## src/verilog/mem_pkg.sv

```systemverilog
package mem_pkg;

  // ---------------------------------------------------------------------
  // SRAM geometry
  // ---------------------------------------------------------------------

  // Same depth and width for input, weights and output memories
  localparam int addr_w = 12;
  localparam int data_w = 16;

  typedef logic [addr_w-1:0] addr_t;
  typedef logic [data_w-1:0] data_t;

  // ---------------------------------------------------------------------
  // Input SRAM word views
  // ---------------------------------------------------------------------

  // Word 0 of the input memory
  // Image size sits in the low byte
  typedef struct packed {
    logic [7:0] pad;
    logic [7:0] size;
  } in_hdr_s;

  // Image words carry two pixels
  // Even column in the high byte
  typedef struct packed {
    logic [7:0] hi;
    logic [7:0] lo;
  } in_pix_s;

  // Same bits read as header or as pixel pair
  typedef union packed {
    in_hdr_s hdr;
    in_pix_s pix;
  } in_word_u;

  // Output SRAM write port
  typedef struct packed {
    logic  en;
    addr_t addr;
    data_t data;
  } out_wr_s;

endpackage

```

## src/verilog/cnn_pkg.sv

```systemverilog
package cnn_pkg;

  // ---------------------------------------------------------------------
  // Arithmetic types
  // ---------------------------------------------------------------------

  // int8 pixels and weights
  typedef logic signed [7:0] pixel_t;

  // Nine products of two int8 values fit easily
  localparam int acc_w = 20;
  typedef logic signed [acc_w-1:0] acc_t;

  // ReLU upper clamp
  localparam int relu_max = 127;

  // Largest supported image edge and width of a size register
  localparam int max_n  = 64;
  localparam int size_w = $clog2(max_n + 1);

  // Weight SRAM words holding the 3x3 kernel
  localparam int weight_words = 5;

  // ---------------------------------------------------------------------
  // Kernel bank and lane interface
  // ---------------------------------------------------------------------

  // Row-major 3x3 kernel
  typedef struct packed {
    pixel_t w00;
    pixel_t w01;
    pixel_t w02;
    pixel_t w10;
    pixel_t w11;
    pixel_t w12;
    pixel_t w20;
    pixel_t w21;
    pixel_t w22;
  } kernel_s;

  // One step per returned image word
  // half picks left or right word of the row
  typedef struct packed {
    logic       valid;
    logic [1:0] krow;
    logic       half;
    logic       first;
    logic       last;
  } lane_step_s;

  // Clamped results of one conv row pair
  typedef struct packed {
    logic       valid;
    logic [7:0] left;
    logic [7:0] right;
  } lane_res_s;

endpackage

```

## src/verilog/conv_ctrl.sv

```systemverilog
`timescale 1ns/1ps

module conv_ctrl (
  input  logic                clk,
  input  logic                rst,
  input  logic                dut_run,
  input  mem_pkg::in_word_u   in_rd_data,
  input  mem_pkg::data_t      wt_rd_data,
  input  logic                done,
  output mem_pkg::addr_t      in_rd_addr,
  output mem_pkg::addr_t      wt_rd_addr,
  output cnn_pkg::kernel_s    kernel,
  output cnn_pkg::lane_step_s step_up,
  output cnn_pkg::lane_step_s step_lo,
  output logic                blocks_done,
  output logic                dut_busy
);

  typedef enum logic [2:0] {
    st_idle,
    st_wgt,
    st_hdr,
    st_conv,
    st_drain
  } state_t;

  state_t state;

  // Weight read index
  logic [2:0] wcnt;
  // Flags lined up with returned SRAM data
  logic       wld_q;
  logic       wlast_q;
  logic       hdr_q;

  // Image edge and words per row
  logic [cnn_pkg::size_w-1:0] n_size;
  logic [cnn_pkg::size_w-2:0] half_n;

  // Block walk state
  logic [2:0]                 phase;
  logic [cnn_pkg::size_w-2:0] cw;
  logic [cnn_pkg::size_w-1:0] brow;
  mem_pkg::addr_t             row_base;
  mem_pkg::addr_t             row_off;
  logic                       in_conv;
  logic                       wgt_end;
  logic                       last_col;
  logic                       last_blk;

  // Step for a pass over krow 0..2 with both words per row
  function automatic cnn_pkg::lane_step_s make_step(input logic on, input logic [2:0] p);
    cnn_pkg::lane_step_s s;
    s.valid = on;
    s.krow  = p[2:1];
    s.half  = p[0];
    s.first = on && (p == 3'd0);
    s.last  = on && (p == 3'd5);
    return s;
  endfunction

  assign half_n   = n_size[cnn_pkg::size_w-1:1];
  assign in_conv  = (state == st_conv);
  assign dut_busy = (state != st_idle);
  assign wgt_end  = (wcnt == 3'(cnn_pkg::weight_words - 1));

  // Last block column is word N/2-2
  assign last_col = (cw + 2'd2 == half_n);
  assign last_blk = last_col && (brow + 3'd4 == n_size);

  // ---------------------------------------------------------------------
  // Read addresses
  // ---------------------------------------------------------------------

  // Phase bits 2:1 pick the row inside the block and bit 0 the word
  assign row_off = mem_pkg::addr_t'(phase[2:1]) * mem_pkg::addr_t'(half_n);

  // Header read at address 0
  assign in_rd_addr = in_conv ?
                      row_base + mem_pkg::addr_t'(cw) + row_off + mem_pkg::addr_t'(phase[0]) :
                      '0;

  assign wt_rd_addr = mem_pkg::addr_t'(wcnt);

  // ---------------------------------------------------------------------
  // Job FSM and block walk
  // ---------------------------------------------------------------------

  always_ff @(posedge clk) begin
    if (rst) begin
      state    <= st_idle;
      wcnt     <= '0;
      phase    <= '0;
      cw       <= '0;
      brow     <= '0;
      row_base <= '0;
    end else begin
      case (state)
        st_idle: begin
          wcnt <= '0;
          // Runs while busy never reach here
          if (dut_run) begin
            state <= st_wgt;
          end
        end
        st_wgt: begin
          wcnt <= wcnt + 1'b1;
          if (wgt_end) begin
            state <= st_hdr;
          end
        end
        st_hdr: begin
          state    <= st_conv;
          phase    <= '0;
          cw       <= '0;
          brow     <= '0;
          // Image data starts after the header word
          row_base <= mem_pkg::addr_t'(1);
        end
        st_conv: begin
          phase <= phase + 1'b1;
          if (phase == 3'd7) begin
            if (last_blk) begin
              state <= st_drain;
            end else if (last_col) begin
              // Next block row is two image rows down
              cw       <= '0;
              brow     <= brow + 2'd2;
              row_base <= row_base + mem_pkg::addr_t'(n_size);
            end else begin
              cw <= cw + 1'b1;
            end
          end
        end
        st_drain: begin
          // Wait for the last pooled word
          if (done) begin
            state <= st_idle;
          end
        end
        default: begin
          state <= st_idle;
        end
      endcase
    end
  end

  // ---------------------------------------------------------------------
  // Returned data capture
  // ---------------------------------------------------------------------

  always_ff @(posedge clk) begin
    if (rst) begin
      wld_q   <= 1'b0;
      wlast_q <= 1'b0;
      hdr_q   <= 1'b0;
      n_size  <= '0;
    end else begin
      wld_q   <= (state == st_wgt);
      wlast_q <= (state == st_wgt) && wgt_end;
      hdr_q   <= (state == st_hdr);
      if (hdr_q) begin
        n_size <= in_rd_data.hdr.size[cnn_pkg::size_w-1:0];
      end
    end
  end

  // Kernel bank shifts in whole words
  // Last word only carries w22 in its high byte
  always_ff @(posedge clk) begin
    if (wld_q) begin
      if (wlast_q) begin
        kernel <= {kernel[$bits(kernel)-9:0], wt_rd_data[15:8]};
      end else begin
        kernel <= {kernel[$bits(kernel)-17:0], wt_rd_data};
      end
    end
  end

  // ---------------------------------------------------------------------
  // Lane steps
  // ---------------------------------------------------------------------

  // Upper lane takes reads 0-5 and lower lane reads 2-7
  // Registered so each step meets its SRAM data
  always_ff @(posedge clk) begin
    if (rst) begin
      step_up     <= '0;
      step_lo     <= '0;
      blocks_done <= 1'b0;
    end else begin
      step_up     <= make_step(in_conv && (phase <= 3'd5), phase);
      step_lo     <= make_step(in_conv && (phase >= 3'd2), phase - 3'd2);
      blocks_done <= in_conv && (phase == 3'd7) && last_blk;
    end
  end

endmodule

```

## src/verilog/conv_lane.sv

```systemverilog
`timescale 1ns/1ps

module conv_lane (
  input  logic                clk,
  input  logic                rst,
  input  cnn_pkg::lane_step_s step,
  input  cnn_pkg::kernel_s    kernel,
  input  mem_pkg::in_word_u   in_rd_data,
  output cnn_pkg::lane_res_s  res
);

  // Pixel pair of the returned word
  cnn_pkg::pixel_t px_hi;
  cnn_pkg::pixel_t px_lo;

  // Kernel row for this step
  cnn_pkg::pixel_t k0;
  cnn_pkg::pixel_t k1;
  cnn_pkg::pixel_t k2;

  // Weights per output and byte
  cnn_pkg::pixel_t wl_hi;
  cnn_pkg::pixel_t wl_lo;
  cnn_pkg::pixel_t wr_hi;
  cnn_pkg::pixel_t wr_lo;

  logic signed [15:0] p_lh;
  logic signed [15:0] p_ll;
  logic signed [15:0] p_rh;
  logic signed [15:0] p_rl;

  cnn_pkg::acc_t sum_l;
  cnn_pkg::acc_t sum_r;
  cnn_pkg::acc_t acc_l;
  cnn_pkg::acc_t acc_r;
  cnn_pkg::acc_t acc_l_nxt;
  cnn_pkg::acc_t acc_r_nxt;

  // ReLU with saturation to a byte
  function automatic logic [7:0] relu_sat(input cnn_pkg::acc_t a);
    if (a < 0) begin
      return 8'd0;
    end else if (a > cnn_pkg::relu_max) begin
      return 8'(cnn_pkg::relu_max);
    end
    return a[7:0];
  endfunction

  assign px_hi = in_rd_data.pix.hi;
  assign px_lo = in_rd_data.pix.lo;

  always_comb begin
    case (step.krow)
      2'd0: begin
        k0 = kernel.w00;
        k1 = kernel.w01;
        k2 = kernel.w02;
      end
      2'd1: begin
        k0 = kernel.w10;
        k1 = kernel.w11;
        k2 = kernel.w12;
      end
      default: begin
        k0 = kernel.w20;
        k1 = kernel.w21;
        k2 = kernel.w22;
      end
    endcase
  end

  // Left output covers columns c..c+2
  // Left word gives c and c+1 and right word gives c+2
  assign wl_hi = step.half ? k2 : k0;
  assign wl_lo = step.half ? '0 : k1;

  // Right output covers c+1..c+3
  assign wr_hi = step.half ? k1 : '0;
  assign wr_lo = step.half ? k2 : k0;

  // Signed 8x8 products
  assign p_lh = px_hi * wl_hi;
  assign p_ll = px_lo * wl_lo;
  assign p_rh = px_hi * wr_hi;
  assign p_rl = px_lo * wr_lo;

  assign sum_l = cnn_pkg::acc_t'(p_lh) + cnn_pkg::acc_t'(p_ll);
  assign sum_r = cnn_pkg::acc_t'(p_rh) + cnn_pkg::acc_t'(p_rl);

  // First step loads instead of adding
  assign acc_l_nxt = step.first ? sum_l : acc_l + sum_l;
  assign acc_r_nxt = step.first ? sum_r : acc_r + sum_r;

  always_ff @(posedge clk) begin
    if (step.valid) begin
      acc_l <= acc_l_nxt;
      acc_r <= acc_r_nxt;
    end
  end

  // Result one cycle after the last step
  always_ff @(posedge clk) begin
    if (rst) begin
      res.valid <= 1'b0;
    end else begin
      res.valid <= step.valid && step.last;
      if (step.valid && step.last) begin
        res.left  <= relu_sat(acc_l_nxt);
        res.right <= relu_sat(acc_r_nxt);
      end
    end
  end

endmodule

```

## src/verilog/pool_pack.sv

```systemverilog
`timescale 1ns/1ps

module pool_pack (
  input  logic               clk,
  input  logic               rst,
  input  cnn_pkg::lane_res_s res_up,
  input  cnn_pkg::lane_res_s res_lo,
  input  logic               blocks_done,
  output mem_pkg::out_wr_s   out_wr,
  output logic               done
);

  // Held upper pair
  logic [7:0] up_l;
  logic [7:0] up_r;

  logic [7:0] blk_max;
  logic [7:0] pool_val;
  logic [7:0] hi_byte;

  // Pool stage flags
  logic bd_q;
  logic pool_vld;
  logic pool_last;

  // Packing state
  logic           slot;
  mem_pkg::addr_t wr_addr;

  function automatic logic [7:0] max2(input logic [7:0] a, input logic [7:0] b);
    return (a > b) ? a : b;
  endfunction

  // Clamped bytes are never negative so plain compares work
  assign blk_max = max2(max2(up_l, up_r), max2(res_lo.left, res_lo.right));

  // ---------------------------------------------------------------------
  // 2x2 max
  // ---------------------------------------------------------------------

  always_ff @(posedge clk) begin
    if (res_up.valid) begin
      up_l <= res_up.left;
      up_r <= res_up.right;
    end
    // Lower pair comes two cycles after the upper pair
    if (res_lo.valid) begin
      pool_val <= blk_max;
    end
  end

  // blocks_done comes with the last lower step
  // One lane cycle later it meets the last lower result
  always_ff @(posedge clk) begin
    if (rst) begin
      bd_q      <= 1'b0;
      pool_vld  <= 1'b0;
      pool_last <= 1'b0;
    end else begin
      bd_q      <= blocks_done;
      pool_vld  <= res_lo.valid;
      pool_last <= res_lo.valid && bd_q;
    end
  end

  // ---------------------------------------------------------------------
  // Byte packing and output writes
  // ---------------------------------------------------------------------

  always_ff @(posedge clk) begin
    if (rst) begin
      out_wr.en <= 1'b0;
      done      <= 1'b0;
      slot      <= 1'b0;
      wr_addr   <= '0;
    end else begin
      // Write when the low byte fills or on the final flush
      out_wr.en <= pool_vld && (slot || pool_last);
      done      <= pool_vld && pool_last;
      if (pool_vld) begin
        out_wr.addr <= wr_addr;
        if (slot) begin
          out_wr.data <= {hi_byte, pool_val};
        end else begin
          // Flush pads the low byte with zero
          out_wr.data <= {pool_val, 8'd0};
          hi_byte     <= pool_val;
        end
        if (pool_last) begin
          // Next job starts at address 0 again
          slot    <= 1'b0;
          wr_addr <= '0;
        end else begin
          slot <= !slot;
          if (slot) begin
            wr_addr <= wr_addr + 1'b1;
          end
        end
      end
    end
  end

endmodule

```

## src/verilog/conv_pool_top.sv

```systemverilog
`timescale 1ns/1ps

module conv_pool_top (
  input  logic             clk,
  input  logic             rst,
  input  logic             dut_run,
  output logic             dut_busy,
  output mem_pkg::addr_t   in_rd_addr,
  input  mem_pkg::data_t   in_rd_data,
  output mem_pkg::addr_t   wt_rd_addr,
  input  mem_pkg::data_t   wt_rd_data,
  output mem_pkg::out_wr_s out_wr
);

  // Controller to lanes
  cnn_pkg::kernel_s    kernel;
  cnn_pkg::lane_step_s step_up;
  cnn_pkg::lane_step_s step_lo;

  // Lanes to pooling
  cnn_pkg::lane_res_s  res_up;
  cnn_pkg::lane_res_s  res_lo;

  // End of job handshake between pooling and controller
  logic                blocks_done;
  logic                pool_done;

  conv_ctrl u_ctrl (
    .clk         (clk),
    .rst         (rst),
    .dut_run     (dut_run),
    .in_rd_data  (in_rd_data),
    .wt_rd_data  (wt_rd_data),
    .done        (pool_done),
    .in_rd_addr  (in_rd_addr),
    .wt_rd_addr  (wt_rd_addr),
    .kernel      (kernel),
    .step_up     (step_up),
    .step_lo     (step_lo),
    .blocks_done (blocks_done),
    .dut_busy    (dut_busy)
  );

  // Top two rows of each conv block
  conv_lane u_lane_up (
    .clk        (clk),
    .rst        (rst),
    .step       (step_up),
    .kernel     (kernel),
    .in_rd_data (in_rd_data),
    .res        (res_up)
  );

  // Bottom two rows
  conv_lane u_lane_lo (
    .clk        (clk),
    .rst        (rst),
    .step       (step_lo),
    .kernel     (kernel),
    .in_rd_data (in_rd_data),
    .res        (res_lo)
  );

  pool_pack u_pool (
    .clk         (clk),
    .rst         (rst),
    .res_up      (res_up),
    .res_lo      (res_lo),
    .blocks_done (blocks_done),
    .out_wr      (out_wr),
    .done        (pool_done)
  );

endmodule

```

## config.mk

```make
export PLATFORM = sky130hd
export DESIGN_NAME = conv_pool_top
export DESIGN_NICKNAME = d
export VERILOG_FILES = /design/src/verilog/mem_pkg.sv /design/src/verilog/cnn_pkg.sv /design/src/verilog/conv_ctrl.sv /design/src/verilog/conv_lane.sv /design/src/verilog/pool_pack.sv /design/src/verilog/conv_pool_top.sv
export SDC_FILE = /design/constraint.sdc
export NUM_CORES = 2
export LEC_CHECK = 0
export CORE_MARGIN = 2
export CORE_UTILIZATION = 46
export CTS_CLUSTER_SIZE = 30
export DETAILED_ROUTE_END_ITERATION = 12
export DONT_BUFFER_PORTS = 1
export PLACE_DENSITY = 0.71
export SKIP_LAST_GASP = 1
export SYNTH_ARGS = -nofsm -noshare
export SYNTH_HDL_FRONTEND = slang
export SYNTH_SLANG_ARGS = --single-unit
export TNS_END_PERCENT = 10
```

## constraint.sdc

```tcl
create_clock -name clk -period 11.1 [get_ports clk]
set_clock_uncertainty 0.2 [all_clocks]
set_input_delay 0.555 -clock clk [delete_from_list [all_inputs] [get_ports clk]]
set_output_delay 0.555 -clock clk [all_outputs]
set_load 0.005 [all_outputs]
```

==> Word level (Yosys, flattened, before mapping) <==
Index checks and enable logic that the tools add are counted.
{ "word_totals": {"input_bits": 35, "wordCells": 224, "out_inout_bits": 54, "regBits": 321} }
{ "classes": {"mux": 73, "eq_ne": 19, "mul": 9, "addsub": 20, "order_cmp": 13, "n_reduce_logical": 34, "bitwise_logic": 2} }
{ "ops": {"columns": ["cell", "n"], "rows": [
  ["8-bit two-way mux", 21],
  ["8-bit by 8-bit multiplier with 16-bit output", 8],
  ["8-bit one-hot mux with 2 select lines", 6],
  ["20-bit adder", 4],
  ["20-bit by 8-bit > comparator with 1-bit output, second input constant", 4],
  ["20-bit by 1-bit less-than comparator with 1-bit output, second input constant", 4],
  ["20-bit two-way mux", 4],
  ["12-bit two-way mux", 6],
  ["72-bit two-way mux", 1],
  ["16-bit by 16-bit adder with 17-bit output", 4],
  ["8-bit > comparator", 3],
  ["12-bit one-hot mux with 2 select lines", 1],
  ["7-bit two-way mux", 3],
  ["6-bit two-way mux", 3],
  ["1-bit two-way mux", 17],
  ["16-bit two-way mux", 1],
  ["3-bit == test, second input constant", 5],
  ["1-bit logical AND", 15],
  ["3-bit two-way mux", 5],
  ["3-bit one-hot mux with 5 select lines", 1],
  ["7-bit one-hot mux with 2 select lines", 1],
  ["12-bit by 1-bit adder with 12-bit output", 1],
  ["12-bit by 1-bit adder with 12-bit output, second input constant", 1],
  ["12-bit by 6-bit adder with 12-bit output", 1],
  ["31 further kinds", 50]
]} }

==> Logic depth before layout (Yosys ltp) <==
{ "depth": {"depth_word": 13, "ltp_mapped": 37, "mapped_depth_nobuf": 35} }

==> By module <==
A second synthesis with hierarchy kept.
{ "hier_totals": {"cells_unflattened": 4300, "area_unflattened_um2": 42373.1} }
{ "modules_own_cells": {"columns": ["mod", "seq_area_each_um2", "area_per_inst_um2", "cells_per_inst", "instances"], "rows": [
  ["conv_lane (u_lane_lo)", 1701.6, 16250.6, 1749, 1],
  ["conv_lane (u_lane_up)", 1701.6, 15892.7, 1706, 1],
  ["conv_ctrl", 3263.1, 6705.2, 581, 1],
  ["pool_pack", 2162.1, 3524.6, 264, 1]
]} }

==> Least setup slack after synthesis <==
No wires, ideal clock.
{ "synth_path": {"path_type": "register to register", "from": "register u_ctrl.step_lo[2] (netlist name)", "to": "register u_lane_up.res[0] in the netlist's numbering, data pin", "synth_period_minus_slack_ns": 9.386, "path_buffers": 5, "stages_incl_launch_ff": 32, "required_ns": 10.645, "slack_ns": 1.714, "t_arrival_ns": 8.931, "cell_sequence": "dfxtp_1 -> clkbuf_1 -> clkbuf_1 -> clkbuf_1 -> nor2_1 -> a21oi_1 -> clkbuf_1 -> nor2_1 -> fa_1 -> fa_1 -> fa_1 -> fa_1 -> fa_1 -> inv_1 -> fa_1 -> inv_1 -> ha_1 -> or2_2 -> o31ai_4 -> o221ai_1 -> xor2_1 -> ha_1 -> a21o_1 -> a21o_1 -> a21oi_1 -> o21bai_1 -> a41oi_1 -> mux2_2 -> a211o_1 -> or4_4 -> buf_6 -> o21ba_1"} }
{ "synth_rtl": {"columns": ["element", "line", "source"], "rows": [
  ["to (decl)", "conv_lane.sv:9", "output cnn_pkg::lane_res_s res"]
]} }

==> Final worst setup path <==
{ "layout_path": {"from": "register u_ctrl.step_lo[3] (netlist name)", "to": "register u_lane_lo.res[6] in the netlist's numbering, data pin"} }
{ "layout_via": {"elab_chain_len": 13} }
{ "layout_lines": {"columns": ["element", "line", "source"], "rows": [
  ["2-bit by 1-bit == test with 1-bit output / 2-bit zero test (equally long branches)", "conv_lane.sv:53", "case (step.krow)"],
  ["8-bit one-hot mux with 2 select lines", "conv_lane.sv:53", null],
  ["8-bit two-way mux (on tied branches)", "conv_lane.sv:78, conv_lane.sv:79", null],
  ["8-bit by 8-bit multiplier with 16-bit output (on tied branches)", "conv_lane.sv:84, conv_lane.sv:85", null],
  ["16-bit by 16-bit adder with 17-bit output *", "conv_lane.sv:88", "assign sum_r = cnn_pkg::acc_t'(p_rh) + cnn_pkg::acc_t'(p_rl);"],
  ["20-bit adder", "conv_lane.sv:92", "assign acc_r_nxt = step.first ? sum_r : acc_r + sum_r;"],
  ["20-bit two-way mux *", "conv_lane.sv:92", null],
  ["20-bit by 8-bit > comparator with 1-bit output", "conv_lane.sv:43", "end else if (a > cnn_pkg::relu_max) begin"],
  ["1-bit two-way mux", "conv_lane.sv:43", null],
  ["1-bit two-way mux", "conv_lane.sv:41", "if (a < 0) begin"],
  ["1-bit two-way mux", "conv_lane.sv:107", "if (step.valid && step.last) begin"],
  ["1-bit two-way mux", "conv_lane.sv:103", "if (rst) begin"],
  ["8-bit two-way mux *", "conv_lane.sv:46", "return a[7:0];"],
  ["to (decl)", "conv_lane.sv:9", null]
]} }
Mark *: on every way between the ends. The rest lies on a longest branch, timed or not. The select of a mux whose other input is x is not followed.
A chain may end at the register's enable or synchronous reset.

==> run summary <==
outcome: completed
Final Max Slew Viols: 0
relative slew slack: 31.1%
die area: 93700 um2
Mean Syn Cell Area: 9.88 um2
vias: 29200
root buf cell: clkbuf_16
cell taking the most area after synthesis: fa_1
post-synth top area share: 28.1%
final antenna-violating net count: 0
ys async rst share: 0%
Clock H-tree levels: 2
Top delay family on crit path: adder cells
unrepaired setup endpoints after global routing: false
maximum fanout along the worst path: 16
# IOs: 89
worst hold start: wt_rd_data[10]
first-pass GRT wire length: 161 mm
core area: 90300 um2
Seq/Total Area, Yosys: 21.0%
total track usage: 21.4%
CP endpoint kind: flip-flop
final WL: 98.6 mm
Critical Path AT: 10430 ps
IO Port Bufs: 0
largest net degree at the start of global routing: 73
Worst Hold End: u_ctrl.kernel[10]$_DFFE_PP_
reg2reg end: u_lane_lo.res[6]$_DFFE_PP_
dpl cells: 5295
Syn Std Cell Area: 42000 um2
Hold WS: 36.7 ps
Synth warnings: 0
crit path launch type: flip-flop
FF-to-FF path depth: 29
grt ovf: 0
CP max stage delay: 890 ps
Hold Path Class: primary input to flip-flop
top_reg_cell synth: edfxtp_1
synth top area cells: fa_1, edfxtp_1, ha_1, inv_1, and2_1
Post-synth EDFFs: 244
R2R setup slack: 720 ps
Final setup violation count: 0
Hold Vio Cnt, Final: 0
post-synthesis register bit count: 319
Fin Setup TNS: 0 ps
clock sink count: 319
cts bufs inserted: 35
Worst-path clk slew: 60 ps
commonest cells after routing, fill and taps aside: inv_1, fa_1, ha_1, and2_1, nand2_1
Slew @ Worst Pin: 1030 ps
critical setup path kind: flip-flop to flip-flop
fmax: 0.0964 GHz
Reg-to-Reg Start: u_ctrl.step_lo[3]$_SDFF_PP0_
Die Ht: 306 um
die width: 306 um
CP Buf/Inv Count: 4
Starting DRT DRC Count: 1772
Max-cap violations: 0
most common cell after layout, fill and taps aside: inv_1
Final HPWL DP: 77.0 mm
gp weighted congestion: 0.889
clock latency on the worst-skew pair: 580 ps
DRT Pass-1 Iters: 5
Yosys cell types: 97
most frequent CP cell: fa_1
fin cells: 5384
fin nets: 5152
Via density: 5.43
crit path max-delay cell type: dfxtp_1
Hold Path Depth: 1
Starting Density: 46.5%
share of cells above drive strength 1: 6.44%
initial antenna violation count: 8
Syn Inst Count: 4250
vias in the first global route: 30600
area grow syn2layout: 5.88%
min Tclk post-route: 10380 ps
Max clock buf depth: 3
Wirelength per Cell: 18.3 um
final worst-path cycle share: 93.5%
CTS tree: done
DRC Markers: 0
number of core rows: 110
WP data required: 11160 ps
## cell families after synthesis
logic type,count (synthesis),share of synthesized area [%]
XOR/XNOR,180,3.75
flip-flops,319,21.0
other,1,0.00893
adder cells (fa/ha/maj),937,38.4
multiplexers,212,5.86
AO/OA/AOI/OAI,558,8.83
buffers and inverters,913,8.30
AND/OR/NAND/NOR,1130,13.8
## stage by stage
step | utilization (%) | instance area (um2) | worst slack, ps
3_5_place_dp | 47.6 | 43000 | 836
4_1_cts | 49.2 | 44500 | 760
5_1_grt | 49.2 | 44500 | 283
6_report | 49.2 | 44500 | 723
3_3_place_gp | 47.6 | 43000 | 1140
2_1_floorplan | - | 42000 | 1710
## repair_timing
action / CTS / global route
buffers inserted: 0 / 0
endpoints found under the hold margin: 51 / 0
hold buffers: 24 / 0
resized for setup: 0 / 0
## synthesized netlist by cell type, drive strengths merged, types with 7 or more instances
| cell type | number |
|---|---|
| nand3 | 38 |
| a31oi | 29 |
| o21a | 37 |
| nor3b | 8 |
| o31ai | 8 |
| o21ai | 121 |
| a21oi | 151 |
| xor2 | 59 |
| xnor2 | 121 |
| or2 | 23 |
| dfxtp | 75 |
| mux4 | 14 |
| a41oi | 7 |
| fa | 589 |
| nor2b | 40 |
| nand2 | 277 |
| mux2i | 68 |
| and3 | 21 |
| and2 | 324 |
| a211o | 13 |
| ha | 348 |
| mux2 | 130 |
| a211oi | 23 |
| nand2b | 25 |
| a21boi | 7 |
| nand4 | 15 |
| nor2 | 248 |
| nor4 | 15 |
| a2111oi | 8 |
| nor4b | 7 |
| o21ba | 9 |
| o31a | 11 |
| clkbuf | 132 |
| inv | 752 |
| o21bai | 18 |
| nor3 | 43 |
| edfxtp | 244 |
| o211ai | 19 |
| buf | 29 |
| or3 | 20 |
| a21o | 45 |
## how the worst max path moves through the flow
stage	startpoint	endpoint	cells past startpoint
6_report	u_ctrl.step_lo[3]$_SDFF_PP0_	u_lane_lo.res[6]$_DFFE_PP_	29
2_1_floorplan	u_ctrl.step_lo[2]$_SDFF_PP0_	u_lane_up.res[0]$_DFFE_PP_	31
4_1_cts	u_ctrl.step_lo[3]$_SDFF_PP0_	u_lane_lo.res[6]$_DFFE_PP_	29
3_3_place_gp	u_ctrl.step_lo[3]$_SDFF_PP0_	u_lane_lo.res[6]$_DFFE_PP_	28
5_1_grt	u_ctrl.step_lo[3]$_SDFF_PP0_	u_lane_lo.res[6]$_DFFE_PP_	29
3_5_place_dp	u_ctrl.step_lo[3]$_SDFF_PP0_	u_lane_lo.res[6]$_DFFE_PP_	29
## flip-flops by register name, indices dropped and copies added (netlist names), 8 cells and up
name / flops
u_lane_up.acc_l: 20
u_pool.up_l: 8
u_pool.wr_addr: 12
u_pool.up_r: 8
u_lane_up.acc_r: 20
u_lane_lo.acc_l: 20
u_lane_lo.acc_r: 20
u_pool.pool_val: 8
u_lane_lo.res: 17
u_ctrl.row_base: 12
u_pool.hi_byte: 8
u_pool.out_wr: 29
u_lane_up.res: 17
u_ctrl.kernel: 72
## area by class of cell
cell class	count	area (um2)
Clock buffer	46	988
Antenna cell	3	7.51
Tap cell	1176	1470
Fill cell	8197	45800
Clock inverter	16	214
Multi-Input combinational cell	3030	29700
Sequential cell	319	8840
Timing Repair Buffer	42	385
Inverter	752	2820
## per-layer routing
layer	track usage, %	share of wire, %	wire [um]
met5	0	0.030	30
met4	5.83	2.6	2580
met3	3.35	6.3	6210
met2	36.4	48	47700
met1	28.4	43	42200
Power is not shown: default switching activity piles up to over one toggle a cycle in this logic, so the estimate is an artifact.
